==> config.mk <==
export PLATFORM = sky130hd
export DESIGN_NAME = operand_pipe
export DESIGN_NICKNAME = d
export VERILOG_FILES = /design/src/core_pkg.sv /design/src/regfile.sv /design/src/forwarding_id.sv /design/src/forwarding_ex.sv /design/src/csr_file.sv /design/src/alu.sv /design/src/operand_pipe.sv
export SDC_FILE = /design/constraint.sdc
export NUM_CORES = 2
export LEC_CHECK = 0
export BUFFER_PORTS_ARGS = -buffer_cell sky130_fd_sc_hd__buf_2
export CELL_PAD_IN_SITES_DETAIL_PLACEMENT = 1
export CELL_PAD_IN_SITES_GLOBAL_PLACEMENT = 2
export CORE_ASPECT_RATIO = 1.4
export CORE_MARGIN = 5
export CORE_UTILIZATION = 43
export CTS_BUF_LIST = sky130_fd_sc_hd__clkbuf_4
export DETAILED_ROUTE_END_ITERATION = 12
export PLACE_DENSITY_LB_ADDON = 0.1
export SLEW_MARGIN = 20
export SYNTH_ARGS = -nofsm -noshare
export SYNTH_HDL_FRONTEND = slang
export SYNTH_SLANG_ARGS = --single-unit
==> constraint.sdc <==
create_clock -name clk -period 5.1 [get_ports clk]
set_clock_uncertainty 0.1 [all_clocks]
set_input_delay 0.255 -clock clk [delete_from_list [all_inputs] [get_ports clk]]
set_output_delay 0.255 -clock clk [all_outputs]
set_load 0.02 [all_outputs]
==> src/core_pkg.sv <==
package core_pkg;

	// ****************************************
	// Widths and sizes
	// ****************************************

	localparam int DATA_WIDTH     = 32;
	localparam int REG_ADDR_WIDTH = 5;
	localparam int CSR_ADDR_WIDTH = 2;
	localparam int NUM_REGS       = 1 << REG_ADDR_WIDTH;
	localparam int NUM_CSRS       = 1 << CSR_ADDR_WIDTH;

	typedef enum logic [2:0] {
		OP_ADD,
		OP_SUB,
		OP_AND,
		OP_OR,
		OP_XOR,
		OP_LUI,   // Result is the pre-shifted immediate.
		OP_CSRRW  // Result is the old CSR value, rs1 goes into the CSR.
	} op_t;

	// ****************************************
	// Pipeline records
	// ****************************************

	typedef struct packed {
		op_t                       op;
		logic [REG_ADDR_WIDTH-1:0] rs1;
		logic [REG_ADDR_WIDTH-1:0] rs2;
		logic [REG_ADDR_WIDTH-1:0] rd;
		logic                      write_reg;
		logic [DATA_WIDTH-1:0]     imm;
		logic [CSR_ADDR_WIDTH-1:0] csr_addr;
	} inst_t;

	typedef struct packed {
		logic                  valid;
		inst_t                 inst;
		logic [DATA_WIDTH-1:0] rs1_data;
		logic [DATA_WIDTH-1:0] rs2_data;
		logic                  rs1_fwd_id;  // Operand was taken from EX while in ID.
		logic                  rs2_fwd_id;
	} id_ex_t;

	typedef struct packed {
		logic                      valid;
		logic [REG_ADDR_WIDTH-1:0] rd;
		logic                      write_reg;
		logic [DATA_WIDTH-1:0]     data;
	} ex_wb_t;

endpackage

==> src/regfile.sv <==
`timescale 1ns/1ps

module regfile (
	input  logic                                clk,
	input  logic                                rst,
	input  logic [core_pkg::REG_ADDR_WIDTH-1:0] rs1,
	input  logic [core_pkg::REG_ADDR_WIDTH-1:0] rs2,
	output logic [core_pkg::DATA_WIDTH-1:0]     rs1_data,
	output logic [core_pkg::DATA_WIDTH-1:0]     rs2_data,
	input  logic                                we,
	input  logic [core_pkg::REG_ADDR_WIDTH-1:0] rd,
	input  logic [core_pkg::DATA_WIDTH-1:0]     wd
);
	import core_pkg::*;

	logic [DATA_WIDTH-1:0] regs [1:NUM_REGS-1];  // x0 has no storage.

	// A write in flight is returned to the reader in the same cycle.
	function automatic logic [DATA_WIDTH-1:0] read_port(input logic [REG_ADDR_WIDTH-1:0] idx);
		if (idx == '0)
			return '0;
		if (we && (idx == rd))
			return wd;
		return regs[idx];
	endfunction

	always_comb begin
		rs1_data = read_port(rs1);
		rs2_data = read_port(rs2);
	end

	always_ff @(posedge clk) begin
		if (rst) begin
			for (int i = 1; i < NUM_REGS; i++)
				regs[i] <= '0;
		end else if (we && (rd != '0)) begin
			regs[rd] <= wd;
		end
	end

endmodule

==> src/forwarding_id.sv <==
`timescale 1ns/1ps

module forwarding_id (
	input  logic [core_pkg::DATA_WIDTH-1:0]     rs1_data_id,
	input  logic [core_pkg::DATA_WIDTH-1:0]     rs2_data_id,
	input  logic [core_pkg::DATA_WIDTH-1:0]     alu_output_ex,
	input  logic [core_pkg::DATA_WIDTH-1:0]     csr_read_data_ex,
	input  logic [core_pkg::DATA_WIDTH-1:0]     imm_ex,
	input  logic                                csr_we_ex,
	input  logic                                lui_type_ex,
	input  logic                                write_reg_ex,
	input  logic [core_pkg::REG_ADDR_WIDTH-1:0] rs1_id,
	input  logic [core_pkg::REG_ADDR_WIDTH-1:0] rs2_id,
	input  logic [core_pkg::REG_ADDR_WIDTH-1:0] rd_ex,
	output logic [core_pkg::DATA_WIDTH-1:0]     rs1_data_forward_id,
	output logic [core_pkg::DATA_WIDTH-1:0]     rs2_data_forward_id,
	output logic                                rs1_hit,
	output logic                                rs2_hit
);
	import core_pkg::*;

	logic rs1_match;
	logic rs2_match;
	logic kind_clash;

	// The kind of the EX instruction picks which of its values is the newest.
	function automatic logic [DATA_WIDTH-1:0] pick(
		input logic                  match,
		input logic                  csr_we,
		input logic                  lui_type,
		input logic [DATA_WIDTH-1:0] reg_value,
		input logic [DATA_WIDTH-1:0] alu_value,
		input logic [DATA_WIDTH-1:0] imm_value,
		input logic [DATA_WIDTH-1:0] csr_value
	);
		case ({match, csr_we, lui_type})
			3'b100:  return alu_value;
			3'b101:  return imm_value;
			3'b110:  return csr_value;
			default: return reg_value;  // No match, or lui and csr both set.
		endcase
	endfunction

	assign rs1_match  = write_reg_ex && (|rd_ex) && (rd_ex == rs1_id);
	assign rs2_match  = write_reg_ex && (|rd_ex) && (rd_ex == rs2_id);
	assign kind_clash = lui_type_ex && csr_we_ex;
	assign rs1_hit    = rs1_match && !kind_clash;
	assign rs2_hit    = rs2_match && !kind_clash;

	assign rs1_data_forward_id = pick(rs1_match, csr_we_ex, lui_type_ex, rs1_data_id,
		alu_output_ex, imm_ex, csr_read_data_ex);
	assign rs2_data_forward_id = pick(rs2_match, csr_we_ex, lui_type_ex, rs2_data_id,
		alu_output_ex, imm_ex, csr_read_data_ex);

endmodule

==> src/forwarding_ex.sv <==
`timescale 1ns/1ps

module forwarding_ex (
	input  logic [core_pkg::DATA_WIDTH-1:0]     rs1_data_ex,
	input  logic [core_pkg::DATA_WIDTH-1:0]     rs2_data_ex,
	input  logic [core_pkg::DATA_WIDTH-1:0]     wb_data_wb,
	input  logic [core_pkg::REG_ADDR_WIDTH-1:0] rs1_ex,
	input  logic [core_pkg::REG_ADDR_WIDTH-1:0] rs2_ex,
	input  logic [core_pkg::REG_ADDR_WIDTH-1:0] rd_wb,
	input  logic                                write_reg_wb,
	input  logic                                rs1_fwd_id,
	input  logic                                rs2_fwd_id,
	output logic [core_pkg::DATA_WIDTH-1:0]     rs1_data_forward,
	output logic [core_pkg::DATA_WIDTH-1:0]     rs2_data_forward
);

	logic wb_writes;
	logic rs1_take_wb;
	logic rs2_take_wb;

	assign wb_writes = write_reg_wb && (|rd_wb);

	// A value already taken from EX in ID is newer than anything in WB.
	assign rs1_take_wb = wb_writes && (rd_wb == rs1_ex) && !rs1_fwd_id;
	assign rs2_take_wb = wb_writes && (rd_wb == rs2_ex) && !rs2_fwd_id;

	assign rs1_data_forward = rs1_take_wb ? wb_data_wb : rs1_data_ex;
	assign rs2_data_forward = rs2_take_wb ? wb_data_wb : rs2_data_ex;

endmodule

==> src/csr_file.sv <==
`timescale 1ns/1ps

module csr_file (
	input  logic                                clk,
	input  logic                                rst,
	input  logic [core_pkg::CSR_ADDR_WIDTH-1:0] addr,
	output logic [core_pkg::DATA_WIDTH-1:0]     rdata,
	input  logic                                we,
	input  logic [core_pkg::DATA_WIDTH-1:0]     wdata
);
	import core_pkg::*;

	logic [DATA_WIDTH-1:0] csrs [NUM_CSRS];

	assign rdata = csrs[addr];  // Old value until the edge that writes it.

	always_ff @(posedge clk) begin
		if (rst) begin
			for (int i = 0; i < NUM_CSRS; i++)
				csrs[i] <= '0;
		end else if (we) begin
			csrs[addr] <= wdata;
		end
	end

endmodule

==> src/alu.sv <==
`timescale 1ns/1ps

module alu (
	input  core_pkg::op_t                   op,
	input  logic [core_pkg::DATA_WIDTH-1:0] a,
	input  logic [core_pkg::DATA_WIDTH-1:0] b,
	output logic [core_pkg::DATA_WIDTH-1:0] y
);
	import core_pkg::*;

	always_comb begin
		case (op)
			OP_ADD: begin
				y = a + b;
			end
			OP_SUB: begin
				y = a - b;
			end
			OP_AND: begin
				y = a & b;
			end
			OP_OR: begin
				y = a | b;
			end
			OP_XOR: begin
				y = a ^ b;
			end
			default: begin
				y = '0;  // lui and csrrw take their result elsewhere.
			end
		endcase
	end

endmodule

==> src/operand_pipe.sv <==
`timescale 1ns/1ps

module operand_pipe (
	input  logic                                clk,
	input  logic                                rst,
	input  logic                                issue_valid,
	input  core_pkg::inst_t                     issue,
	output logic                                wb_valid,
	output logic [core_pkg::REG_ADDR_WIDTH-1:0] wb_rd,
	output logic                                wb_write,
	output logic [core_pkg::DATA_WIDTH-1:0]     wb_data
);
	import core_pkg::*;

	id_ex_t id_ex;
	ex_wb_t ex_mem;
	ex_wb_t mem_wb;

	logic [DATA_WIDTH-1:0] rs1_data_id;
	logic [DATA_WIDTH-1:0] rs2_data_id;
	logic [DATA_WIDTH-1:0] rs1_data_fwd_id;
	logic [DATA_WIDTH-1:0] rs2_data_fwd_id;
	logic                  rs1_hit;
	logic                  rs2_hit;
	logic [DATA_WIDTH-1:0] rs1_data_ex;
	logic [DATA_WIDTH-1:0] rs2_data_ex;
	logic [DATA_WIDTH-1:0] alu_y;
	logic [DATA_WIDTH-1:0] csr_rdata;
	logic [DATA_WIDTH-1:0] ex_result;
	logic                  lui_type_ex;
	logic                  csr_we_ex;
	logic                  write_reg_ex;
	logic                  write_reg_wb;
	logic                  rf_we;

	// ****************************************
	// ID stage
	// ****************************************

	regfile u_regfile (
		.clk      (clk),
		.rst      (rst),
		.rs1      (issue.rs1),
		.rs2      (issue.rs2),
		.rs1_data (rs1_data_id),
		.rs2_data (rs2_data_id),
		.we       (rf_we),
		.rd       (mem_wb.rd),
		.wd       (mem_wb.data)
	);

	forwarding_id u_forwarding_id (
		.rs1_data_id         (rs1_data_id),
		.rs2_data_id         (rs2_data_id),
		.alu_output_ex       (alu_y),
		.csr_read_data_ex    (csr_rdata),
		.imm_ex              (id_ex.inst.imm),
		.csr_we_ex           (csr_we_ex),
		.lui_type_ex         (lui_type_ex),
		.write_reg_ex        (write_reg_ex),
		.rs1_id              (issue.rs1),
		.rs2_id              (issue.rs2),
		.rd_ex               (id_ex.inst.rd),
		.rs1_data_forward_id (rs1_data_fwd_id),
		.rs2_data_forward_id (rs2_data_fwd_id),
		.rs1_hit             (rs1_hit),
		.rs2_hit             (rs2_hit)
	);

	always_ff @(posedge clk) begin
		if (rst || !issue_valid) begin
			id_ex <= '0;  // Bubble.
		end else begin
			id_ex <= '{valid: 1'b1, inst: issue, rs1_data: rs1_data_fwd_id,
				rs2_data: rs2_data_fwd_id, rs1_fwd_id: rs1_hit, rs2_fwd_id: rs2_hit};
		end
	end

	// ****************************************
	// EX stage
	// ****************************************

	assign write_reg_ex = id_ex.valid && id_ex.inst.write_reg;
	assign lui_type_ex  = id_ex.valid && (id_ex.inst.op == OP_LUI);
	assign csr_we_ex    = id_ex.valid && (id_ex.inst.op == OP_CSRRW);
	assign write_reg_wb = mem_wb.valid && mem_wb.write_reg;

	forwarding_ex u_forwarding_ex (
		.rs1_data_ex      (id_ex.rs1_data),
		.rs2_data_ex      (id_ex.rs2_data),
		.wb_data_wb       (mem_wb.data),
		.rs1_ex           (id_ex.inst.rs1),
		.rs2_ex           (id_ex.inst.rs2),
		.rd_wb            (mem_wb.rd),
		.write_reg_wb     (write_reg_wb),
		.rs1_fwd_id       (id_ex.rs1_fwd_id),
		.rs2_fwd_id       (id_ex.rs2_fwd_id),
		.rs1_data_forward (rs1_data_ex),
		.rs2_data_forward (rs2_data_ex)
	);

	alu u_alu (
		.op (id_ex.inst.op),
		.a  (rs1_data_ex),
		.b  (rs2_data_ex),
		.y  (alu_y)
	);

	csr_file u_csr_file (
		.clk   (clk),
		.rst   (rst),
		.addr  (id_ex.inst.csr_addr),
		.rdata (csr_rdata),
		.we    (csr_we_ex),
		.wdata (rs1_data_ex)
	);

	always_comb begin
		case (id_ex.inst.op)
			OP_LUI:   ex_result = id_ex.inst.imm;
			OP_CSRRW: ex_result = csr_rdata;
			default:  ex_result = alu_y;
		endcase
	end

	// ****************************************
	// MEM and WB stages
	// ****************************************

	always_ff @(posedge clk) begin
		if (rst) begin
			ex_mem <= '0;
			mem_wb <= '0;
		end else begin
			ex_mem <= '{valid: id_ex.valid, rd: id_ex.inst.rd,
				write_reg: id_ex.inst.write_reg, data: ex_result};
			mem_wb <= ex_mem;  // No memory access in this core.
		end
	end

	assign rf_we = mem_wb.valid && mem_wb.write_reg && (|mem_wb.rd);

	assign wb_valid = mem_wb.valid;
	assign wb_rd    = mem_wb.rd;
	assign wb_write = mem_wb.write_reg;
	assign wb_data  = mem_wb.data;

endmodule

# Word-level counts from Yosys, hierarchy flattened
# Memories as Yosys holds them, arrays and structs flattened. A register that Yosys moved wholly into a read port is not among the register bits.
# Cells that the tools add are included.
totals:
  ff_bits: 198
  ram_bits: 1120
  in_bits: 56
  output_inout_bits: 39
  wordCells: 112
  mem_count: 2
op_classes:
  n_addsub: 2
  n_eq_ne: 18
  muxes: 36
  bitwise_logic: 3
  reduce_logical: 31
mem_list:
  columns: ["memory", "words", "width", "read_ports", "rd_clocked_by_memory_dff", "write_ports", "line_no", "rtl"]
  rows:
  - ["u_regfile.regs", 31, 32, 2, 0, 31, "regfile.sv:16", "logic [DATA_WIDTH-1:0] regs [1:NUM_REGS-1];"]
  - ["u_csr_file.csrs", 4, 32, 1, 1, 4, "csr_file.sv:13", "logic [DATA_WIDTH-1:0] csrs [NUM_CSRS];"]
op_table:
  columns: ["cell", "count"]
  rows:
  - ["2-to-1 mux 32 bit", 12]
  - ["one-hot mux 32 bit (3 select lines)", 2]
  - ["one-hot mux 32 bit (5 select lines)", 1]
  - ["2-to-1 mux 120 bit", 1]
  - ["one-hot mux 32 bit (2 select lines)", 1]
  - ["OR reduction 32 bit", 2]
  - ["adder 32 bit", 1]
  - ["AND 32 bit", 1]
  - ["bitwise OR 32 bit", 1]
  - ["subtractor 32 bit", 1]
  - ["bitwise XOR 32 bit", 1]
  - ["== test 5 bit", 6]
  - ["== test 3 bit (second input constant)", 9]
  - ["logical AND 1 bit", 18]
  - ["2-to-1 mux 1 bit", 16]
  - ["logical NOT 5 bit", 2]
  - ["OR reduction 5 bit", 2]
  - ["== test 3 x 2 -> 1 bit (second input constant)", 2]
  - ["2-to-1 mux 5 bit", 1]
  - ["nonzero test 5 bit", 1]
  - ["logical NOT 1 bit", 4]
  - ["2-to-1 mux 2 bit", 2]
  - ["== test 3 x 1 -> 1 bit (second input constant)", 1]
  - ["logical NOT 3 bit", 1]
  - ["logical OR 1 bit", 1]

# Logic depth before layout (Yosys ltp)
logic_depth:
  word_depth: 9
  mapped_depth: 25

# By module
# A second synthesis with hierarchy kept.
hier_totals:
  cells_unflattened: 5811
  hier_area_um2: 74876.8
by_module_without_submodules:
  columns: ["module", "instances", "cells_each", "area_each_um2", "seq_area_each_um2"]
  rows:
  - ["regfile", 1, 3801, 55042.8, 30749.5]
  - ["operand_pipe", 1, 649, 6761.5, 3963.8]
  - ["csr_file", 1, 355, 5539.1, 3843.7]
  - ["alu", 1, 600, 4061.4, 0.0]
  - ["forwarding_id", 1, 320, 2288.4, 0.0]
  - ["forwarding_ex", 1, 86, 1183.6, 0.0]

# Least setup slack after synthesis
# No wires, ideal clock.
synth_path:
  path_kind: "reg-to-reg"
  startpoint: "register mem_wb (netlist bit wb_rd[2])"
  endpoint: "register id_ex[30] in the netlist's numbering"
  setup_ns: 0.136
  t_arrival_ns: 5.501
  required_ns: 4.864
  slack_ns: -0.637
  path_stages_with_launch: 23
  synth_period_minus_slack_ns: 5.737
  path_cell_list: "dfxtp_1 -> or3_1 -> buf_2 -> o311ai_4 -> or4_1 -> buf_2 -> buf_2 -> buf_1 -> clkbuf_1 -> mux2i_1 -> inv_1 -> xnor2_1 -> fa_1 -> a211oi_1 -> o21ai_0 -> a21oi_1 -> o31ai_1 -> a31oi_1 -> o21ai_0 -> a221oi_1 -> xnor2_1 -> a221oi_1 -> o22ai_1"
synth_between:
  elab_chain_cells: 8
  elab_cells_between_ends: 24
  classes_between: "add/sub (2); eq/ne (3); mux (9); bitwise (3); reduce/logical (7)"
synth_lines:
  columns: ["element", "line_no", "rtl"]
  rows:
  - ["start: declaration", "operand_pipe.sv:17", "ex_wb_t mem_wb;"]
  - ["start signal: assignment", "operand_pipe.sv:137", "mem_wb <= ex_mem;"]
  - ["OR reduction 5 bit", "forwarding_ex.sv:21, operand_pipe.sv:141", null]
  - ["logical AND 1 bit", "forwarding_ex.sv:21, operand_pipe.sv:141", null]
  - ["logical AND 1 bit, on equally long branches", "forwarding_ex.sv:24, forwarding_ex.sv:25, regfile.sv:22", null]
  - ["logical AND 1 bit (tied with other cells)", "forwarding_ex.sv:24", "assign rs1_take_wb = wb_writes && (rd_wb == rs1_ex) && !rs1_fwd_id;"]
  - ["2-to-1 mux 32 bit (tied with other cells)", "forwarding_ex.sv:27", "assign rs1_data_forward = rs1_take_wb ? wb_data_wb : rs1_data_ex;"]
  - ["subtractor 32 bit (tied with other cells)", "alu.sv:17", "y = a - b;"]
  - ["one-hot mux 32 bit (5 select lines) / 2-to-1 mux 32 bit (equally long branches)", "alu.sv:12, regfile.sv:22", null]
  - ["one-hot mux 32 bit (3 select lines) *", "forwarding_id.sv:36", "case ({match, csr_we, lui_type})"]
  - ["end signal: assignment", "operand_pipe.sv:74", "id_ex <= '{valid: 1'b1, inst: issue, rs1_data: rs1_data_fwd_id,"]
  - ["end: declaration", "operand_pipe.sv:15", "id_ex_t id_ex;"]
# Mark *: on every way between the ends. The rest lies on a longest branch, timed or not. The select of a mux whose other input is x is not followed.
# A chain may end at the register's enable or synchronous reset.

# Worst setup path after layout
layout_path:
  startpoint: "register mem_wb (netlist bit wb_rd[2])"
  endpoint: "register id_ex[28] in the netlist's numbering"
# Same word-level chain as after synthesis.

==> metrics.md <==
| Metric | Value |
|---|---|
| Status | `finished, final reports clean` |
| Buf/Inv on CP | `4` |
| Pre-antenna DRT Iters | `5` |
| Xor and xnor area share after synthesis | `0.0101` |
| Post-synthesis adder-cell area fraction | `0.0164` |
| Unrepaired setup endpoints after global routing | `false` |
| Synth warn | `0` |
| Worst setup SP type | `flop` |
| Chip width | `356 microns` |
| Mean Syn Cell Area | `13.2 sq um` |
| Final Cycle Share | `0.962` |
| Delay-heaviest family, CP | `compound AO/OA/AOI/OAI gates` |
| CTS max path bufs | `4` |
| Sink Count | `1350` |
| CP max FO | `6` |
| First-pass GRT wire length | `389000 microns` |
| Final Util | `0.500` |
| Power per cell area | `321 nW/um^2` |
| Hold Path Class | `input pin to flop` |
| Synth Area in Compound Gates | `0.0662` |
| Port buffer count | `94` |
| Die height | `494 microns` |
| Vias in the first global route | `55000` |
| Aggregate global-route resource usage | `0.308` |
| Post-synth ARST share | `0` |
| Distinct cells, synth | `67` |
| Min cycle time layout | `~4.9 ns` |
| Slew margin rel. | `0.283` |
| DRT antenna net count | `0` |
| Multi-input logic area | `31600 sq um` |
| Via count | `51600` |
| RD Place Congestion | `0.924` |
| TritonCTS Buffers | `363` |
| Row count | `177` |
| Max Freq | `204 MHz` |
| Area growth syn-to-layout | `15.4%` |
| Sequential-to-total area share from yosys stat | `0.535` |
| DRT iter0 DRCs | `4451` |
| Most instantiated cells after synthesis | `1152 x edfxtp_1, 1027 x and2_1, 501 x mux4_2` |
| Via/cell ratio | `between 6 and 7` |
| WL/cell | `32.4 microns` |
| Initial Util | `0.433` |
| CTS tree | `yes` |
| Post-synth EDFFs | `1152` |
| Critical path cell sequence | `or3_4 > o311ai_4 > or4_4 > mux2_2 > buf_4 > nor2_1 > nor2_1 > xnor2_1 > ha_1 > buf_4 > a21o_1 > a21o_1 > a21oi_1 > o211ai_1 > a31oi_1 > o21ai_2 > buf_12 > buf_4 > a31oi_1 > mux2i_1 > a21o_1 > o21ai_0` |
| Synthesized instance count | `5474` |
| DRC viols | `0` |
| Boundary Pins | `95` |
| Crit path capture type | `flop` |
| Initial antenna violation count | `14` |
| Fin. max-slew vios | `0` |
| Die Area | `about 180000 sq um` |
| Total grt overflow | `0` |
| Synth top area cells | `edfxtp_1 48%, mux4_2 16%, and2_1 8.9%` |
| Synth Area in Simple Gates | `0.133` |
| Largest area contributor in the netlist | `edfxtp_1` |
| Design area | `83200 sq um` |
| Largest net degree at the start of global routing | `slightly above 70` |
| Kind of critical path | `flop to flop` |
| Mux cell area share after synthesis | `0.206` |
| Final Net Count | `6128` |
| Top-area cell type share of the netlist area | `0.480` |
| Share of cells above drive strength 1 | `0.276` |
| Maximum VDD drop | `190 uV` |
| Worst-path clk slew | `~0.070 ns` |
| Htree depth | `5` |
| Worst path max stage delay | `approximately 0.41 ns` |
| Cell leakage power | `32.2 nW` |
| Area of the core | `approximately 170000 sq um` |
| Synth Register Bits | `1350` |
| Clock root cell | `clkbuf_4` |
| Hold Worst Slack | `0.250 ns` |
| Dpl hpwl | `171000 microns` |
| CP arrival | `5.99 ns` |
| Fill cell count | `16900` |
| Skew-Pair Late Insertion Delay | `roughly 1.4 ns` |
| Final setup vio count | `0` |
| Ys flop type | `edfxtp_1` |
| Largest family of logic cells by synthesized area | `multiplexers` |
| Crit-path slowest cell | `or3_4` |
| Placed cell area | `77100 sq um` |
| Detailed Route WL | `275000 microns` |
| Area occupied by registers | `38600 sq um` |
| Critical Path RT | `6.18 ns` |
| Worst slew pin tran | `1.08 ns` |
| Synthesized cell area | `72000 sq um` |
| Count leader, synth | `edfxtp_1` |
| Max Cap Viol | `0` |
| Count of endpoints failing hold in the final timing report | `0` |
## final cells by class
class                           instances  area share
Inverter                               79     0.00357
Antenna cell                            7    0.000211
Clock buffer                          531      0.0479
Sequential cell                      1350       0.464
Tap cell                             2237      0.0337
Timing Repair Buffer                  643      0.0657
Clock inverter                         83     0.00468
Multi-Input combinational cell       3541       0.381
## worst paths after layout
path,from,endpoint,slack [ns],cells past startpoint
setup / recovery,wb_rd[2],id_ex[28],0.19,22
setup reg to reg,wb_rd[2],id_ex[28],0.19,22
hold / removal,issue[40],id_ex[33],0.25,6
hold reg to reg,ex_mem[10],wb_data[10],0.30,1
## where the power goes
group | switching, mW | total [mW] | internal [mW]
clock | 4.67 | 9.51 | 4.84
combinational | 2.75 | 4.52 | 1.78
sequential | 0.239 | 12.7 | 12.4
total | 7.66 | 26.7 | 19.0
## through the flow
step | TNS [ns] | total power, mW | setup WS (ns) | std cells
global route | 0 | 27.8 | 0.00680 | 8469
detailed placement | -0.287 | 17.3 | -0.149 | 7696
floorplan | 0 | 15.3 | 0.00248 | 5505
global placement | -0.0492 | 17.2 | -0.0492 | 7695
finish | 0 | 26.7 | 0.193 | 8471
CTS | 0 | 26.9 | 0.0219 | 8462
## metal layers
metal  GRT usage  routed length [microns]
met1       0.373                   104000
met2       0.548                   141000
met3      0.0550                    17700
met4       0.120                    11400
met5           0                       46
## sequential cells by signal, indices dropped and copies added (netlist names)
register	cells
wb_data	32
u_csr_file.addr	2
u_regfile.regs	1024
wb_valid	1
id_ex	118
ex_mem	39
u_csr_file.csrs	128
wb_rd	5
wb_write	1
## logic make-up after synthesis
kind of cell	Yosys count
adders and majority gates	94
xor gates and xnor gates	83
muxes	851
other	1
AOI/OAI and AO/OA	748
DFF	1350
buffers and inverters	614
and+or+nand+nor	1733
## worst register-to-register path: stages (launching register included)
cell and delay (ns):
dfxtp_2 0.34, or3_4 0.41, o311ai_4 0.24, or4_4 0.25, mux2_2 0.40, buf_4 0.18, nor2_1 0.15, nor2_1 0.07
xnor2_1 0.13, ha_1 0.31, buf_4 0.16, a21o_1 0.15, a21o_1 0.16, a21oi_1 0.18, o211ai_1 0.13, a31oi_1 0.20
o21ai_2 0.11, buf_12 0.15, buf_4 0.16, a31oi_1 0.25, mux2i_1 0.35, a21o_1 0.16, o21ai_0 0.07
## cell usage in the layout (no fill, tap or decap), types with 22 or more instances in the layout
cell type,netlist,layout
o211ai_1,31,31
a21o_1,22,22
clkinv_1,2,64
nor2_4,0,33
o22ai_1,54,54
mux4_2,501,501
buf_12,0,32
dfxtp_1,198,192
buf_2,9,83
xnor2_1,60,60
buf_4,1,367
mux2_2,64,64
nor2b_1,51,50
nor3_1,52,52
nand3_1,26,25
a21oi_1,177,177
xor2_1,23,23
o21ai_0,208,206
a221oi_1,75,73
dlygate4sd3_1,0,151
nor2_1,343,308
edfxtp_1,1152,1152
a22oi_1,70,70
and2_1,1027,1028
or2_2,38,38
mux2i_1,285,281
conb_1,1,32
ha_1,93,93
nand2_1,125,125
clkbuf_4,0,531
inv_1,77,76
## repair_timing
| action | CTS | global route |
|---|---|---|
| pin swaps | 0 | 2 |
| buffers inserted | 0 | 1 |
| hold buffers | 152 | 0 |
| endpoints found under the setup margin | 2 | 38 |
| endpoints found under the hold margin | 220 | 0 |
| gates cloned | 0 | 0 |
| gates resized for setup | 6 | 14 |
Note: power is estimated with default switching activity, not from simulation.
